<file path="config.mk">
export PLATFORM = sky130hd
export DESIGN_NAME = pet_bus_top
export DESIGN_NICKNAME = d
export VERILOG_FILES = /design/src/verilog/pet_bus_pkg.sv /design/src/verilog/address_decode.sv /design/src/verilog/bus_sequencer.sv /design/src/verilog/control_reg.sv /design/src/verilog/pet_bus_top.sv /design/src/verilog/spi_target.sv
export SDC_FILE = /design/constraint.sdc
export NUM_CORES = 1
export LEC_CHECK = 0
export ABC_CLOCK_PERIOD_IN_PS = 5700
export BUFFER_PORTS_ARGS = -buffer_cell sky130_fd_sc_hd__buf_2
export CAP_MARGIN = 5
export CORE_MARGIN = 5
export CORE_UTILIZATION = 46
export CTS_CLUSTER_SIZE = 8
export DETAILED_ROUTE_END_ITERATION = 8
export PLACE_DENSITY_LB_ADDON = 0.08
export SLEW_MARGIN = 20
export SYNTH_ARGS = -nofsm -noshare
export SYNTH_HDL_FRONTEND = slang
export SYNTH_HIERARCHICAL = 1
export SYNTH_SLANG_ARGS = --single-unit
</file>
<file path="constraint.sdc">
create_clock -name clk16_i -period 5.7 [get_ports clk16_i]
set_clock_uncertainty 0.1 [all_clocks]
set_input_delay 1.14 -clock clk16_i [delete_from_list [all_inputs] [get_ports clk16_i]]
set_output_delay 1.14 -clock clk16_i [all_outputs]
set_load 0.02 [all_outputs]
</file>
<file path="src/verilog/pet_bus_pkg.sv">
/* Bus widths, PET memory map, sequencer phases and transaction types
   Compiled ahead of the RTL; blocks reference entries as pet_bus_pkg::name */
package pet_bus_pkg;

    // Widths that carry meaning on the bus
    typedef logic [16:0] addr_t;        // Extended address, bit 16 = FPGA register space
    typedef logic [15:0] cpu_addr_t;    // What the 6502 drives
    typedef logic [7:0]  data_t;
    typedef logic [3:0]  phase_t;       // One of 16 phases per bus cycle

    // One SPI command as seen by the bus side
    typedef struct packed {
        logic  rw_n;                    // 1 = read
        addr_t addr;
        data_t data;                    // Write data, don't care on reads
    } spi_txn_t;

    // Decoded memory regions
    typedef struct packed {
        logic ram;
        logic pia1;
        logic pia2;
        logic via;
        logic io;                       // Whole I/O page
    } region_t;

    // SPI slot, FPGA owns the bus
    localparam phase_t PH_SPI_FIRST    = 4'd4;
    localparam phase_t PH_SPI_LAST     = 4'd7;

    // CPU clock high from here to end of cycle
    localparam phase_t PH_CPU_CLK_RISE = 4'd8;

    // CPU slot, chip selects live here
    localparam phase_t PH_CPU_FIRST    = 4'd12;
    localparam phase_t PH_CPU_LAST     = 4'd15;

    // Write strobe windows, two phases each
    localparam phase_t PH_STROBE_A     = 4'd6;
    localparam phase_t PH_STROBE_B     = 4'd14;

    // FPGA register space
    localparam addr_t CTRL_REG_ADDR    = 17'h1E800;    // CPU reset / ready
    localparam addr_t GFX_ADDR         = 17'h0E80F;    // Reads back the graphics jumper

    // PET memory map
    localparam cpu_addr_t RAM_TOP      = 16'h9000;     // RAM below here
    localparam cpu_addr_t IO_BASE      = 16'hE800;     // 256 byte I/O page
    localparam cpu_addr_t PIA1_BASE    = 16'hE810;
    localparam cpu_addr_t PIA2_BASE    = 16'hE820;
    localparam cpu_addr_t VIA_BASE     = 16'hE840;

    // SPI framing
    localparam int unsigned CMD_BYTES  = 4;            // rw/A16, A15:8, A7:0, data

endpackage

</file>
<file path="src/verilog/address_decode.sv">
/* PET memory-map decoder, 17-bit bus address to region enables
   Purely combinational; FPGA register space selects nothing */
`timescale 1ns/1ps

module address_decode (
    input  pet_bus_pkg::addr_t   addr_i,
    output pet_bus_pkg::region_t region_o
);
    pet_bus_pkg::cpu_addr_t cpu_addr;
    logic                   pet_space;      // Bit 16 clear

    assign cpu_addr  = addr_i[15:0];
    assign pet_space = ~addr_i[16];

    always_comb begin
        region_o = '0;
        if (pet_space) begin
            region_o.ram  = cpu_addr < pet_bus_pkg::RAM_TOP;
            // Whole E8xx page
            region_o.io   = cpu_addr[15:8] == pet_bus_pkg::IO_BASE[15:8];
            // 16-byte windows inside the I/O page
            region_o.pia1 = cpu_addr[15:4] == pet_bus_pkg::PIA1_BASE[15:4];
            region_o.pia2 = cpu_addr[15:4] == pet_bus_pkg::PIA2_BASE[15:4];
            region_o.via  = cpu_addr[15:4] == pet_bus_pkg::VIA_BASE[15:4];
        end
    end

endmodule

</file>
<file path="src/verilog/bus_sequencer.sv">
/* 16-phase bus cycle: SPI slot in phases 4-7, CPU slot and 6502 clock in the second half
   Grants one pending SPI transaction per cycle and pulses done at the end of its slot */
`timescale 1ns/1ps

module bus_sequencer (
    input  logic clk16_i,
    input  logic rst_n_i,
    input  logic txn_valid_i,
    output logic txn_done_o,
    output logic spi_en_o,
    output logic cpu_en_o,
    output logic strobe_o,
    output logic cpu_clk_o,
    output logic cpu_be_o
);
    typedef enum logic [1:0] {
        IDLE,       // Nothing pending
        GRANTED,    // Request seen, waiting for the slot
        ACTIVE      // FPGA owns the bus
    } state_e;

    state_e                 state_q;
    pet_bus_pkg::phase_t    phase_q;
    logic                   accept;

    // Free-running, 0 on the first cycle out of reset
    always_ff @(posedge clk16_i) begin
        if (!rst_n_i) phase_q <= '0;
        else          phase_q <= phase_q + 4'd1;   // Wraps 15 -> 0
    end

    // Slot decision made one phase ahead of the SPI slot
    assign accept = phase_q == pet_bus_pkg::phase_t'(pet_bus_pkg::PH_SPI_FIRST - 4'd1);

    always_ff @(posedge clk16_i) begin
        if (!rst_n_i) begin
            state_q <= IDLE;
        end else begin
            case (state_q)
                IDLE:    if (txn_valid_i) state_q <= GRANTED;
                GRANTED: if (accept)      state_q <= ACTIVE;
                ACTIVE:  if (txn_done_o)  state_q <= IDLE;
                default:                  state_q <= IDLE;
            endcase
        end
    end

    assign spi_en_o   = state_q == ACTIVE;   // Phases 4..7 only
    assign txn_done_o = spi_en_o && phase_q == pet_bus_pkg::PH_SPI_LAST;
    assign cpu_en_o   = phase_q >= pet_bus_pkg::PH_CPU_FIRST &&
                        phase_q <= pet_bus_pkg::PH_CPU_LAST;
    assign cpu_clk_o  = phase_q >= pet_bus_pkg::PH_CPU_CLK_RISE;
    assign strobe_o   = phase_q == pet_bus_pkg::PH_STROBE_A ||
                        phase_q == pet_bus_pkg::PH_STROBE_A + 4'd1 ||
                        phase_q == pet_bus_pkg::PH_STROBE_B ||
                        phase_q == pet_bus_pkg::PH_STROBE_B + 4'd1;
    assign cpu_be_o   = ~spi_en_o;           // 6502 off the bus during SPI slot

    a_slots_disjoint: assert property (@(posedge clk16_i) disable iff (!rst_n_i)
        !(spi_en_o && cpu_en_o));

    // Done only after a full slot that followed a grant
    a_done_after_grant: assert property (@(posedge clk16_i) disable iff (!rst_n_i)
        txn_done_o |-> state_q == ACTIVE && $past(state_q, 4) == GRANTED);

endmodule

</file>
<file path="src/verilog/control_reg.sv">
/* FPGA control register written over SPI
   Bit 0 drives the 6502 reset, bit 1 its ready line */
`timescale 1ns/1ps

module control_reg (
    input  logic               clk16_i,
    input  logic               rst_n_i,
    input  logic               wr_en_i,
    input  pet_bus_pkg::addr_t addr_i,
    input  pet_bus_pkg::data_t data_i,
    output logic               cpu_res_o,
    output logic               cpu_ready_o
);
    logic sel;

    assign sel = wr_en_i && addr_i == pet_bus_pkg::CTRL_REG_ADDR;

    always_ff @(posedge clk16_i) begin
        if (!rst_n_i) begin
            cpu_res_o   <= 1'b1;        // CPU held in reset until the MCU releases it
            cpu_ready_o <= 1'b0;
        end else if (sel) begin
            cpu_res_o   <= data_i[0];
            cpu_ready_o <= data_i[1];
        end
    end

endmodule

</file>
<file path="src/verilog/pet_bus_top.sv">
/* Bus-arbitration core of the PET board: SPI target, sequencer, decoder, control register
   Drives the shared bus during SPI slots and returns read data to the MCU */
`timescale 1ns/1ps

module pet_bus_top (
    input  logic                   clk16_i,
    input  logic                   rst_n_i,

    input  logic                   spi1_sck_i,
    input  logic                   spi1_cs_ni,
    input  logic                   spi1_rx_i,
    output logic                   spi1_tx_o,
    output logic                   spi_ready_o,

    input  pet_bus_pkg::cpu_addr_t bus_addr_i,
    output pet_bus_pkg::addr_t     bus_addr_o,
    output logic                   bus_addr_oe_o,
    input  pet_bus_pkg::data_t     bus_data_i,
    output pet_bus_pkg::data_t     bus_data_o,
    output logic                   bus_data_oe_o,
    input  logic                   bus_rw_ni,
    output logic                   bus_rw_no,
    output logic                   bus_rw_noe_o,

    output logic                   cpu_clk_o,
    output logic                   cpu_res_o,
    output logic                   cpu_ready_o,
    output logic                   cpu_be_o,

    output logic                   ram_oe_o,
    output logic                   ram_we_o,
    output logic [11:10]           ram_addr_o,

    output logic                   pia1_cs_o,
    output logic                   pia2_cs_o,
    output logic                   via_cs_o,
    output logic                   io_oe_o,

    input  logic                   gfx_i
);
    pet_bus_pkg::spi_txn_t txn;
    pet_bus_pkg::region_t  region;
    pet_bus_pkg::data_t    rd_data_q;       // Captured in the read slot
    logic txn_valid, txn_done;
    logic spi_en, cpu_en, strobe;
    logic spi_rd_en, spi_wr_en, cpu_rd_en, cpu_wr_en;

    spi_target u_spi (
        .clk16_i     (clk16_i),
        .rst_n_i     (rst_n_i),
        .spi_sck_i   (spi1_sck_i),
        .spi_cs_ni   (spi1_cs_ni),
        .spi_rx_i    (spi1_rx_i),
        .spi_tx_o    (spi1_tx_o),
        .spi_ready_o (spi_ready_o),
        .txn_o       (txn),
        .txn_valid_o (txn_valid),
        .txn_done_i  (txn_done),
        .rd_data_i   (rd_data_q)
    );

    bus_sequencer u_seq (
        .clk16_i     (clk16_i),
        .rst_n_i     (rst_n_i),
        .txn_valid_i (txn_valid),
        .txn_done_o  (txn_done),
        .spi_en_o    (spi_en),
        .cpu_en_o    (cpu_en),
        .strobe_o    (strobe),
        .cpu_clk_o   (cpu_clk_o),
        .cpu_be_o    (cpu_be_o)
    );

    // A16 only counts while the FPGA owns the bus, CPU cycles always see PET space
    address_decode u_dec (
        .addr_i   ({txn.addr[16] & spi_en, bus_addr_i}),
        .region_o (region)
    );

    assign spi_rd_en = spi_en &  txn.rw_n;
    assign spi_wr_en = spi_en & ~txn.rw_n;
    assign cpu_rd_en = cpu_en &  bus_rw_ni;
    assign cpu_wr_en = cpu_en & ~bus_rw_ni;

    control_reg u_ctrl (
        .clk16_i     (clk16_i),
        .rst_n_i     (rst_n_i),
        .wr_en_i     (spi_wr_en & strobe),
        .addr_i      (txn.addr),
        .data_i      (txn.data),
        .cpu_res_o   (cpu_res_o),
        .cpu_ready_o (cpu_ready_o)
    );

    assign pia1_cs_o = region.pia1 & cpu_en;
    assign pia2_cs_o = region.pia2 & cpu_en;
    assign via_cs_o  = region.via  & cpu_en;
    assign io_oe_o   = region.io   & cpu_en;

    assign ram_oe_o   = region.ram & (spi_rd_en | cpu_rd_en);
    assign ram_we_o   = region.ram & (spi_wr_en | cpu_wr_en) & strobe;
    assign ram_addr_o = bus_addr_i[11:10];  // No VRAM mirroring

    // FPGA drives the bus only in its own slot
    assign bus_addr_oe_o = spi_en;
    assign bus_rw_noe_o  = spi_en;
    assign bus_data_oe_o = spi_wr_en;
    assign bus_addr_o    = txn.addr;
    assign bus_data_o    = txn.data;
    assign bus_rw_no     = txn.rw_n;

    // Loaded in the strobe window so it is settled when the target latches at phase 7
    always_ff @(posedge clk16_i) begin
        if (spi_rd_en && strobe) begin
            if (txn.addr == pet_bus_pkg::GFX_ADDR) rd_data_q <= {7'd0, gfx_i};
            else                                  rd_data_q <= bus_data_i;
        end
    end

    // RAM writes only land below RAM_TOP and never in FPGA register space
    a_we_ram: assert property (@(posedge clk16_i) disable iff (!rst_n_i)
        ram_we_o |-> bus_addr_i < pet_bus_pkg::RAM_TOP && !(spi_en && txn.addr[16]));

endmodule

</file>
<file path="src/verilog/spi_target.sv">
/* SPI mode 0 target: turns each 4-byte command into one bus transaction
   Holds txn_valid_o until the sequencer pulses done; MISO returns the last read */
`timescale 1ns/1ps

module spi_target (
    input  logic                  clk16_i,
    input  logic                  rst_n_i,
    input  logic                  spi_sck_i,
    input  logic                  spi_cs_ni,
    input  logic                  spi_rx_i,
    output logic                  spi_tx_o,
    output logic                  spi_ready_o,
    output pet_bus_pkg::spi_txn_t txn_o,
    output logic                  txn_valid_o,
    input  logic                  txn_done_i,
    input  pet_bus_pkg::data_t    rd_data_i
);
    logic [2:0] sck_sync;               // [2] is the previous sample for edges
    logic [2:0] cs_sync;
    logic [1:0] rx_sync;

    logic       sck_rise, sck_fall;
    logic       cs_fall, cs_rise, cs_active;
    logic       rx_s;

    logic [2:0] bit_cnt;
    logic [2:0] byte_cnt;               // Saturates at CMD_BYTES
    logic [6:0] rx_shift;
    pet_bus_pkg::data_t    rx_byte;
    pet_bus_pkg::data_t    tx_shift;
    pet_bus_pkg::data_t    rd_latch_q;  // Result of the last read
    pet_bus_pkg::spi_txn_t frame_q;     // Command being assembled
    pet_bus_pkg::spi_txn_t txn_q;
    logic       txn_valid_q;
    logic       frame_ok;

    always_ff @(posedge clk16_i) begin
        if (!rst_n_i) begin
            sck_sync <= 3'b000;         // Mode 0 idles low
            cs_sync  <= 3'b111;         // Deselected
            rx_sync  <= 2'b00;
        end else begin
            sck_sync <= {sck_sync[1:0], spi_sck_i};
            cs_sync  <= {cs_sync[1:0], spi_cs_ni};
            rx_sync  <= {rx_sync[0], spi_rx_i};
        end
    end

    assign sck_rise  =  sck_sync[1] & ~sck_sync[2];
    assign sck_fall  = ~sck_sync[1] &  sck_sync[2];
    assign cs_fall   = ~cs_sync[1]  &  cs_sync[2];
    assign cs_rise   =  cs_sync[1]  & ~cs_sync[2];
    assign cs_active = ~cs_sync[1];
    assign rx_s      =  rx_sync[1];
    assign rx_byte   = {rx_shift, rx_s};     // Completed byte on the 8th rising edge

    // Bit and byte position within the frame
    always_ff @(posedge clk16_i) begin
        if (!rst_n_i) begin
            bit_cnt  <= '0;
            byte_cnt <= '0;
        end else if (cs_fall) begin
            bit_cnt  <= '0;
            byte_cnt <= '0;
        end else if (cs_active && sck_rise) begin
            bit_cnt <= bit_cnt + 3'd1;
            if (bit_cnt == 3'd7 && byte_cnt != 3'(pet_bus_pkg::CMD_BYTES))
                byte_cnt <= byte_cnt + 3'd1;
        end
    end

    // MOSI sampled on rising SCK, bytes dropped into their fields
    always_ff @(posedge clk16_i) begin
        if (cs_active && sck_rise) begin
            rx_shift <= rx_byte[6:0];
            if (bit_cnt == 3'd7) begin
                case (byte_cnt)
                    3'd0: begin
                        frame_q.rw_n     <= rx_byte[7];
                        frame_q.addr[16] <= rx_byte[0];
                    end
                    3'd1:    frame_q.addr[15:8] <= rx_byte;
                    3'd2:    frame_q.addr[7:0]  <= rx_byte;
                    3'd3:    frame_q.data       <= rx_byte;
                    default: ;                  // Extra bytes ignored
                endcase
            end
        end
    end

    // MISO: read result during byte 0, zeros shifted in behind it
    always_ff @(posedge clk16_i) begin
        if (!rst_n_i)                   tx_shift <= '0;
        else if (cs_fall)               tx_shift <= rd_latch_q;
        else if (cs_active && sck_fall) tx_shift <= {tx_shift[6:0], 1'b0};
    end
    assign spi_tx_o = tx_shift[7];

    // Complete frame, nothing pending
    assign frame_ok = cs_rise && byte_cnt == 3'(pet_bus_pkg::CMD_BYTES) && !txn_valid_q;

    always_ff @(posedge clk16_i) begin
        if (!rst_n_i)        txn_valid_q <= 1'b0;
        else if (txn_done_i) txn_valid_q <= 1'b0;
        else if (frame_ok)   txn_valid_q <= 1'b1;
    end

    always_ff @(posedge clk16_i) begin
        if (frame_ok) txn_q <= frame_q;
    end

    always_ff @(posedge clk16_i) begin
        if (!rst_n_i)                       rd_latch_q <= '0;
        else if (txn_done_i && txn_q.rw_n)  rd_latch_q <= rd_data_i;
    end

    assign txn_o       = txn_q;
    assign txn_valid_o = txn_valid_q;
    assign spi_ready_o = ~txn_valid_q;       // MCU may send the next command

    // Transaction held steady until the sequencer completes it
    a_txn_hold: assert property (@(posedge clk16_i) disable iff (!rst_n_i)
        txn_valid_o && !txn_done_i |=> txn_valid_o && $stable(txn_o));

endmodule
</file>
After elaboration in Yosys (flattened, before gate mapping)
Index checks and enable logic that the tools add are counted.
{"block": "totals", "wordCells": 113, "rom_bits": 0, "regBits": 106, "memories": 0, "ramBits": 0, "in_bits": 31, "latch_bits": 0}
{"block": "op_classes", "bitwise": 28, "add_sub_neg": 3, "eq_ne": 22, "div_mod_pow": 0, "n_mux": 8, "order_cmp": 4, "multipliers": 0, "n_shift": 0, "reduce_logical": 25}
{"operator": "$eq A12 B12 Y1 const B", "n": 3}
{"operator": "$and A1 B1 Y1", "n": 17}
{"operator": "$eq A17 B16 Y1 const B", "n": 1}
{"operator": "$eq A17 B17 Y1 const B", "n": 1}
{"operator": "$lt A16 B16 Y1 const B", "n": 1}
{"operator": "$mux W8", "n": 2}
{"operator": "$reduce_and A3 Y1", "n": 5}
{"operator": "$logic_and A1 B1 Y1", "n": 10}
{"operator": "$not A1 Y1", "n": 9}
{"operator": "$eq A4 B3 Y1 const B", "n": 2}
{"operator": "$eq A4 B4 Y1 const B", "n": 2}
{"operator": "$eq A8 B8 Y1 const B", "n": 1}
{"operator": "$ge A4 B4 Y1 const B", "n": 2}
{"operator": "$add A3 B1 Y3 const B", "n": 2}
{"operator": "$eq A3 B2 Y1 const B", "n": 2}
{"operator": "$eq A3 B3 Y1 const B", "n": 2}
{"operator": "$mux W2", "n": 3}
{"operator": "$pmux W2 S3", "n": 1}
{"operator": "$mux W5", "n": 1}
{"operator": "$add A4 B1 Y4 const B", "n": 1}
{"operator": "$eq A4 B2 Y1 const B", "n": 1}
{"operator": "$le A4 B4 Y1 const B", "n": 1}
{"operator": "$ne A2 B1 Y1 const B", "n": 2}
{"operator": "$reduce_or A2 Y1", "n": 2}
{"operator": "13 further kinds", "n": 16}

Longest topological paths before layout
{"block": "logic_depth", "ltp_word": 6, "depth_mapped": 7, "depth_no_buf": 7}

By module
Netlist, hierarchy kept.
{"module": "spi_target", "cells_each": 196, "seq_area_each_um2": 2392.3, "n_inst": 1, "area_each_um2": 3060.4}
{"module": "pet_bus_top", "cells_each": 39, "seq_area_each_um2": 240.2, "n_inst": 1, "area_each_um2": 465.4}
{"module": "bus_sequencer", "cells_each": 32, "seq_area_each_um2": 120.1, "n_inst": 1, "area_each_um2": 301.5}
{"module": "control_reg", "cells_each": 15, "seq_area_each_um2": 40.0, "n_inst": 1, "area_each_um2": 155.1}
{"module": "address_decode", "cells_each": 14, "seq_area_each_um2": 0.0, "n_inst": 1, "area_each_um2": 87.6}

Worst setup path after synthesis
No wires, ideal clock.
{"block": "synth_timing", "path_type": "input to output", "from": "input bus_addr_i[7]", "to": "output via_cs_o", "t_arrival_ns": 2.119, "n_path_buf": 0, "slack_ns": 2.341, "cell_stages": 3, "path_cell_list": "or4_4 > nor4_2 > and2_1"}
{"item": "start: declaration", "line": "pet_bus_top.sv:15", "text": "input pet_bus_pkg::cpu_addr_t bus_addr_i,"}
{"item": "end: declaration", "line": "pet_bus_top.sv:36", "text": "output logic via_cs_o,"}

==> results.ini <==
[outcome]
status = finished clean

[worst_setup_path]
worst-path-buf-inv = 2
path_max_fanout = 7
slowest_stage = dfxtp_1
endpoint_kind = primary output
critPathLaunchType = flop
crit_type = flop to primary output
critPathTopFamily = simple AND/OR/NAND/NOR gates
arrival_ns = 2.31
cp.required_ns = 4.46
cp_cell_sequence = nand2b_1 > inv_1 > and2_1 > nor4bb_1 > nand3_1 > nor4_2 > and2_1 > buf_2
r2r_start = u_spi/sck_sync[1]$_SDFF_PN0_
ff2ff_setup_slack_ns = 3.47
rr_worst_depth = 3
r2r_end = u_spi/frame_q[21]$_DFFE_PP_
critPathMaxStageDelay_ns = 0.40
crit_path_frequent_cell = and2_1

[sta]
setup_tns_ns = 0
min_period_ns = 3.55
slew_viol_final = 0
finalHoldViolCount = 0
worst_slew_pin_slew_ns = 0.880
holdWs_ns = 0.319
slew_headroom_pct = 41.0
post-route-period-util_pct = 62.3
setup_violations = 0
fmax_mhz = 281
rsz0062_at_grt = no

[route]
post-route-drc-count = 0
wl_mm = 7.08
vias = 2450
avgRoutedWirePerCell_um = 14.8
antenna_left = 0
viasPerCell = 5.11
drt_iter0_drc = 79
first_pass_iters = 4

[floorplan]
num_rows = 34
ios = 74
start_util_pct = 46.9
die_area_um2 = 10800
coreArea_um2 = 8680
die_w_um = 104
die_h_um = 104

[finish]
n_antenna_cell = 0
final_cell_mix = 69 x buf_2, 67 x edfxtp_1, 39 x dfxtp_1
finalNonFillerCells = 479
nets = 407
area_delta_synth_final_pct = 15.6
drive_above_1_share_pct = 28.8
final_common_cell = buf_2
nFillCells = 757

[logic_synthesis]
avgSynthCellArea_um2 = 13.8
syn_inst = 296
yosysSeqAreaShare_pct = 68.6
synth_warnings = 6
synthFlopType = edfxtp_1
syn-num-nets = 337
ys_ff_latch = 106
synth_area_um2 = 4070
yosysUniqueCellTypes = 49
async_flop_share_pct = 0
synth_edf_count = 67

[global_routing]
met1_usage_pct = 18.8
grt_usage_pct = 13.6
use_met2_pct = 20.1
overflow = 0
grt_pass1_vias = 2374
busiest_layer = met2
use_met3_pct = 4.47
antenna_found_initial = 0
grt_max_degree = 43
grt_pass1_wl_mm = 11.9

[clock_tree]
cts_hold_buf = 0
htreeDepth = 3
cts_tree = done
numCtsBuffers = 9
post_cts_buffers = 0
cts_root_buffer = clkbuf_8
cts.sinks = 106
clock_latency_ns = 0.37
cts-resized-gates = 0
ctsLongestPathBuffers = 2
path_clk_slew_ns = 0.11

[power]
peakVddDrop_uv = 150
power.total_w = 0.00131
p_leak_nw = 1.75
power.density_nw_per_um2 = 277

[worst_hold_path]
min_to = u_spi/cs_sync[1]$_SDFF_PN1_
hold_path.startpoint = u_spi/cs_sync[0]$_SDFF_PN1_
hp-class = flop to flop
min_path_cells = 1

[place]
gp_congestion = 0.767
post-dp-hpwl_mm = 5.12
io_buffer_count = 69
placed_cells = 463

[job]
max-cap-violations = 0

[synth_stat cells, types with 2 or more instances]
cell | count | share of area [%]
a21boi_0 | 8 | 1.5
a21oi_1 | 11 | 1.4
and2_1 | 15 | 2.3
and2_2 | 8 | 1.5
and3_1 | 3 | 0.46
buf_4 | 3 | 0.55
clkbuf_1 | 6 | 0.55
dfxtp_1 | 39 | 19
edfxtp_1 | 67 | 49
ha_1 | 10 | 3.1
inv_1 | 16 | 1.5
mux2i_1 | 7 | 1.7
nand2_1 | 17 | 1.6
nand2b_1 | 8 | 1.2
nand3_1 | 14 | 1.7
nand3b_1 | 2 | 0.37
nand4b_1 | 2 | 0.43
nor2_1 | 13 | 1.2
nor2b_1 | 5 | 0.77
nor3_1 | 2 | 0.25
nor4_1 | 2 | 0.31
nor4_2 | 3 | 0.92
o221ai_1 | 7 | 1.5
or4b_1 | 2 | 0.49
xnor2_1 | 2 | 0.43
[cell type report]
class	count	area, um^2	share of cell area, %
clock inverters	7	77.6	1.65
clock buffers	9	124	2.63
multi-input cells	163	1160	24.7
inverters	16	60.1	1.28
flip-flops and latches	106	2790	59.3
repair buffers	70	353	7.50
well taps	108	135	2.87
[worst reg2reg max path: stages (launching register included)]
cell and delay [ns]:
dfxtp_1 0.39, nor3b_2 0.74, and3_1 0.30, and2_1 0.37
[routing by layer]
metal / routed length, um / up-vias
met5: 0 / -
met4: 85 / 0
met3: 458 / 10
met2: 3170 / 59
met1: 3370 / 1169
li1: - / 1212
[worst max-delay path by stage]
stage	slack [ns]	depth (start not counted)	from	to
global route	1.93	8	u_seq/state_q[0]$_SDFFE_PN0P_	via_cs_o
floorplan	2.34	3	bus_addr_i[7]	via_cs_o
global placement	2.19	5	bus_addr_i[7]	via_cs_o
CTS	2.10	8	u_seq/state_q[0]$_SDFFE_PN0P_	via_cs_o
finish	2.15	8	u_seq/state_q[0]$_SDFFE_PN0P_	via_cs_o
detailed placement	2.17	5	bus_addr_i[7]	via_cs_o
[sequential cells by signal, summed over array words and instances (netlist names)]
signal / flops
rd_data_q: 8
u_ctrl/cpu_ready_o: 1
u_ctrl/cpu_res_o: 1
u_seq/phase_q: 4
u_seq/state_q: 2
u_spi/bit_cnt: 3
u_spi/byte_cnt: 3
u_spi/cs_sync: 3
u_spi/frame_q: 26
u_spi/rd_latch_q: 8
u_spi/rx_shift: 7
u_spi/rx_sync: 2
u_spi/sck_sync: 3
u_spi/tx_shift: 8
u_spi/txn_o: 26
u_spi/txn_valid_o: 1
[metrics by stage]
stage               area [um^2]  util, %  setup WS [ns]
finish                     4710     54.2           2.15
CTS                        4710     54.2           2.10
global placement           4510     51.9           2.19
detailed placement         4510     51.9           2.17
floorplan                  4070        -           2.34
global route               4710     54.2           1.93
[report_power, final]
part,internal (W),leakage [nW],total (W),switching [W]
combinational,0.0000191,0.717,0.0000383,0.0000192
clock,0.000174,0.0983,0.000448,0.000274
sequential,0.000814,0.933,0.000820,0.00000549
total,0.00101,1.75,0.00131,0.000299
[cell families after synthesis]
group                    count (synthesis)  share of synthesized area [%]
flip-flops                             106                           68.6
multiplexers                             8                           2.09
XOR/XNOR                                 2                          0.430
AND/OR/NAND/NOR                        109                           16.8
AO/OA/AOI/OAI                           34                           6.12
buffers and inverters                   27                           2.83
adder cells (fa/ha/maj)                 10                           3.07
(Power assumes the default switching activity.)
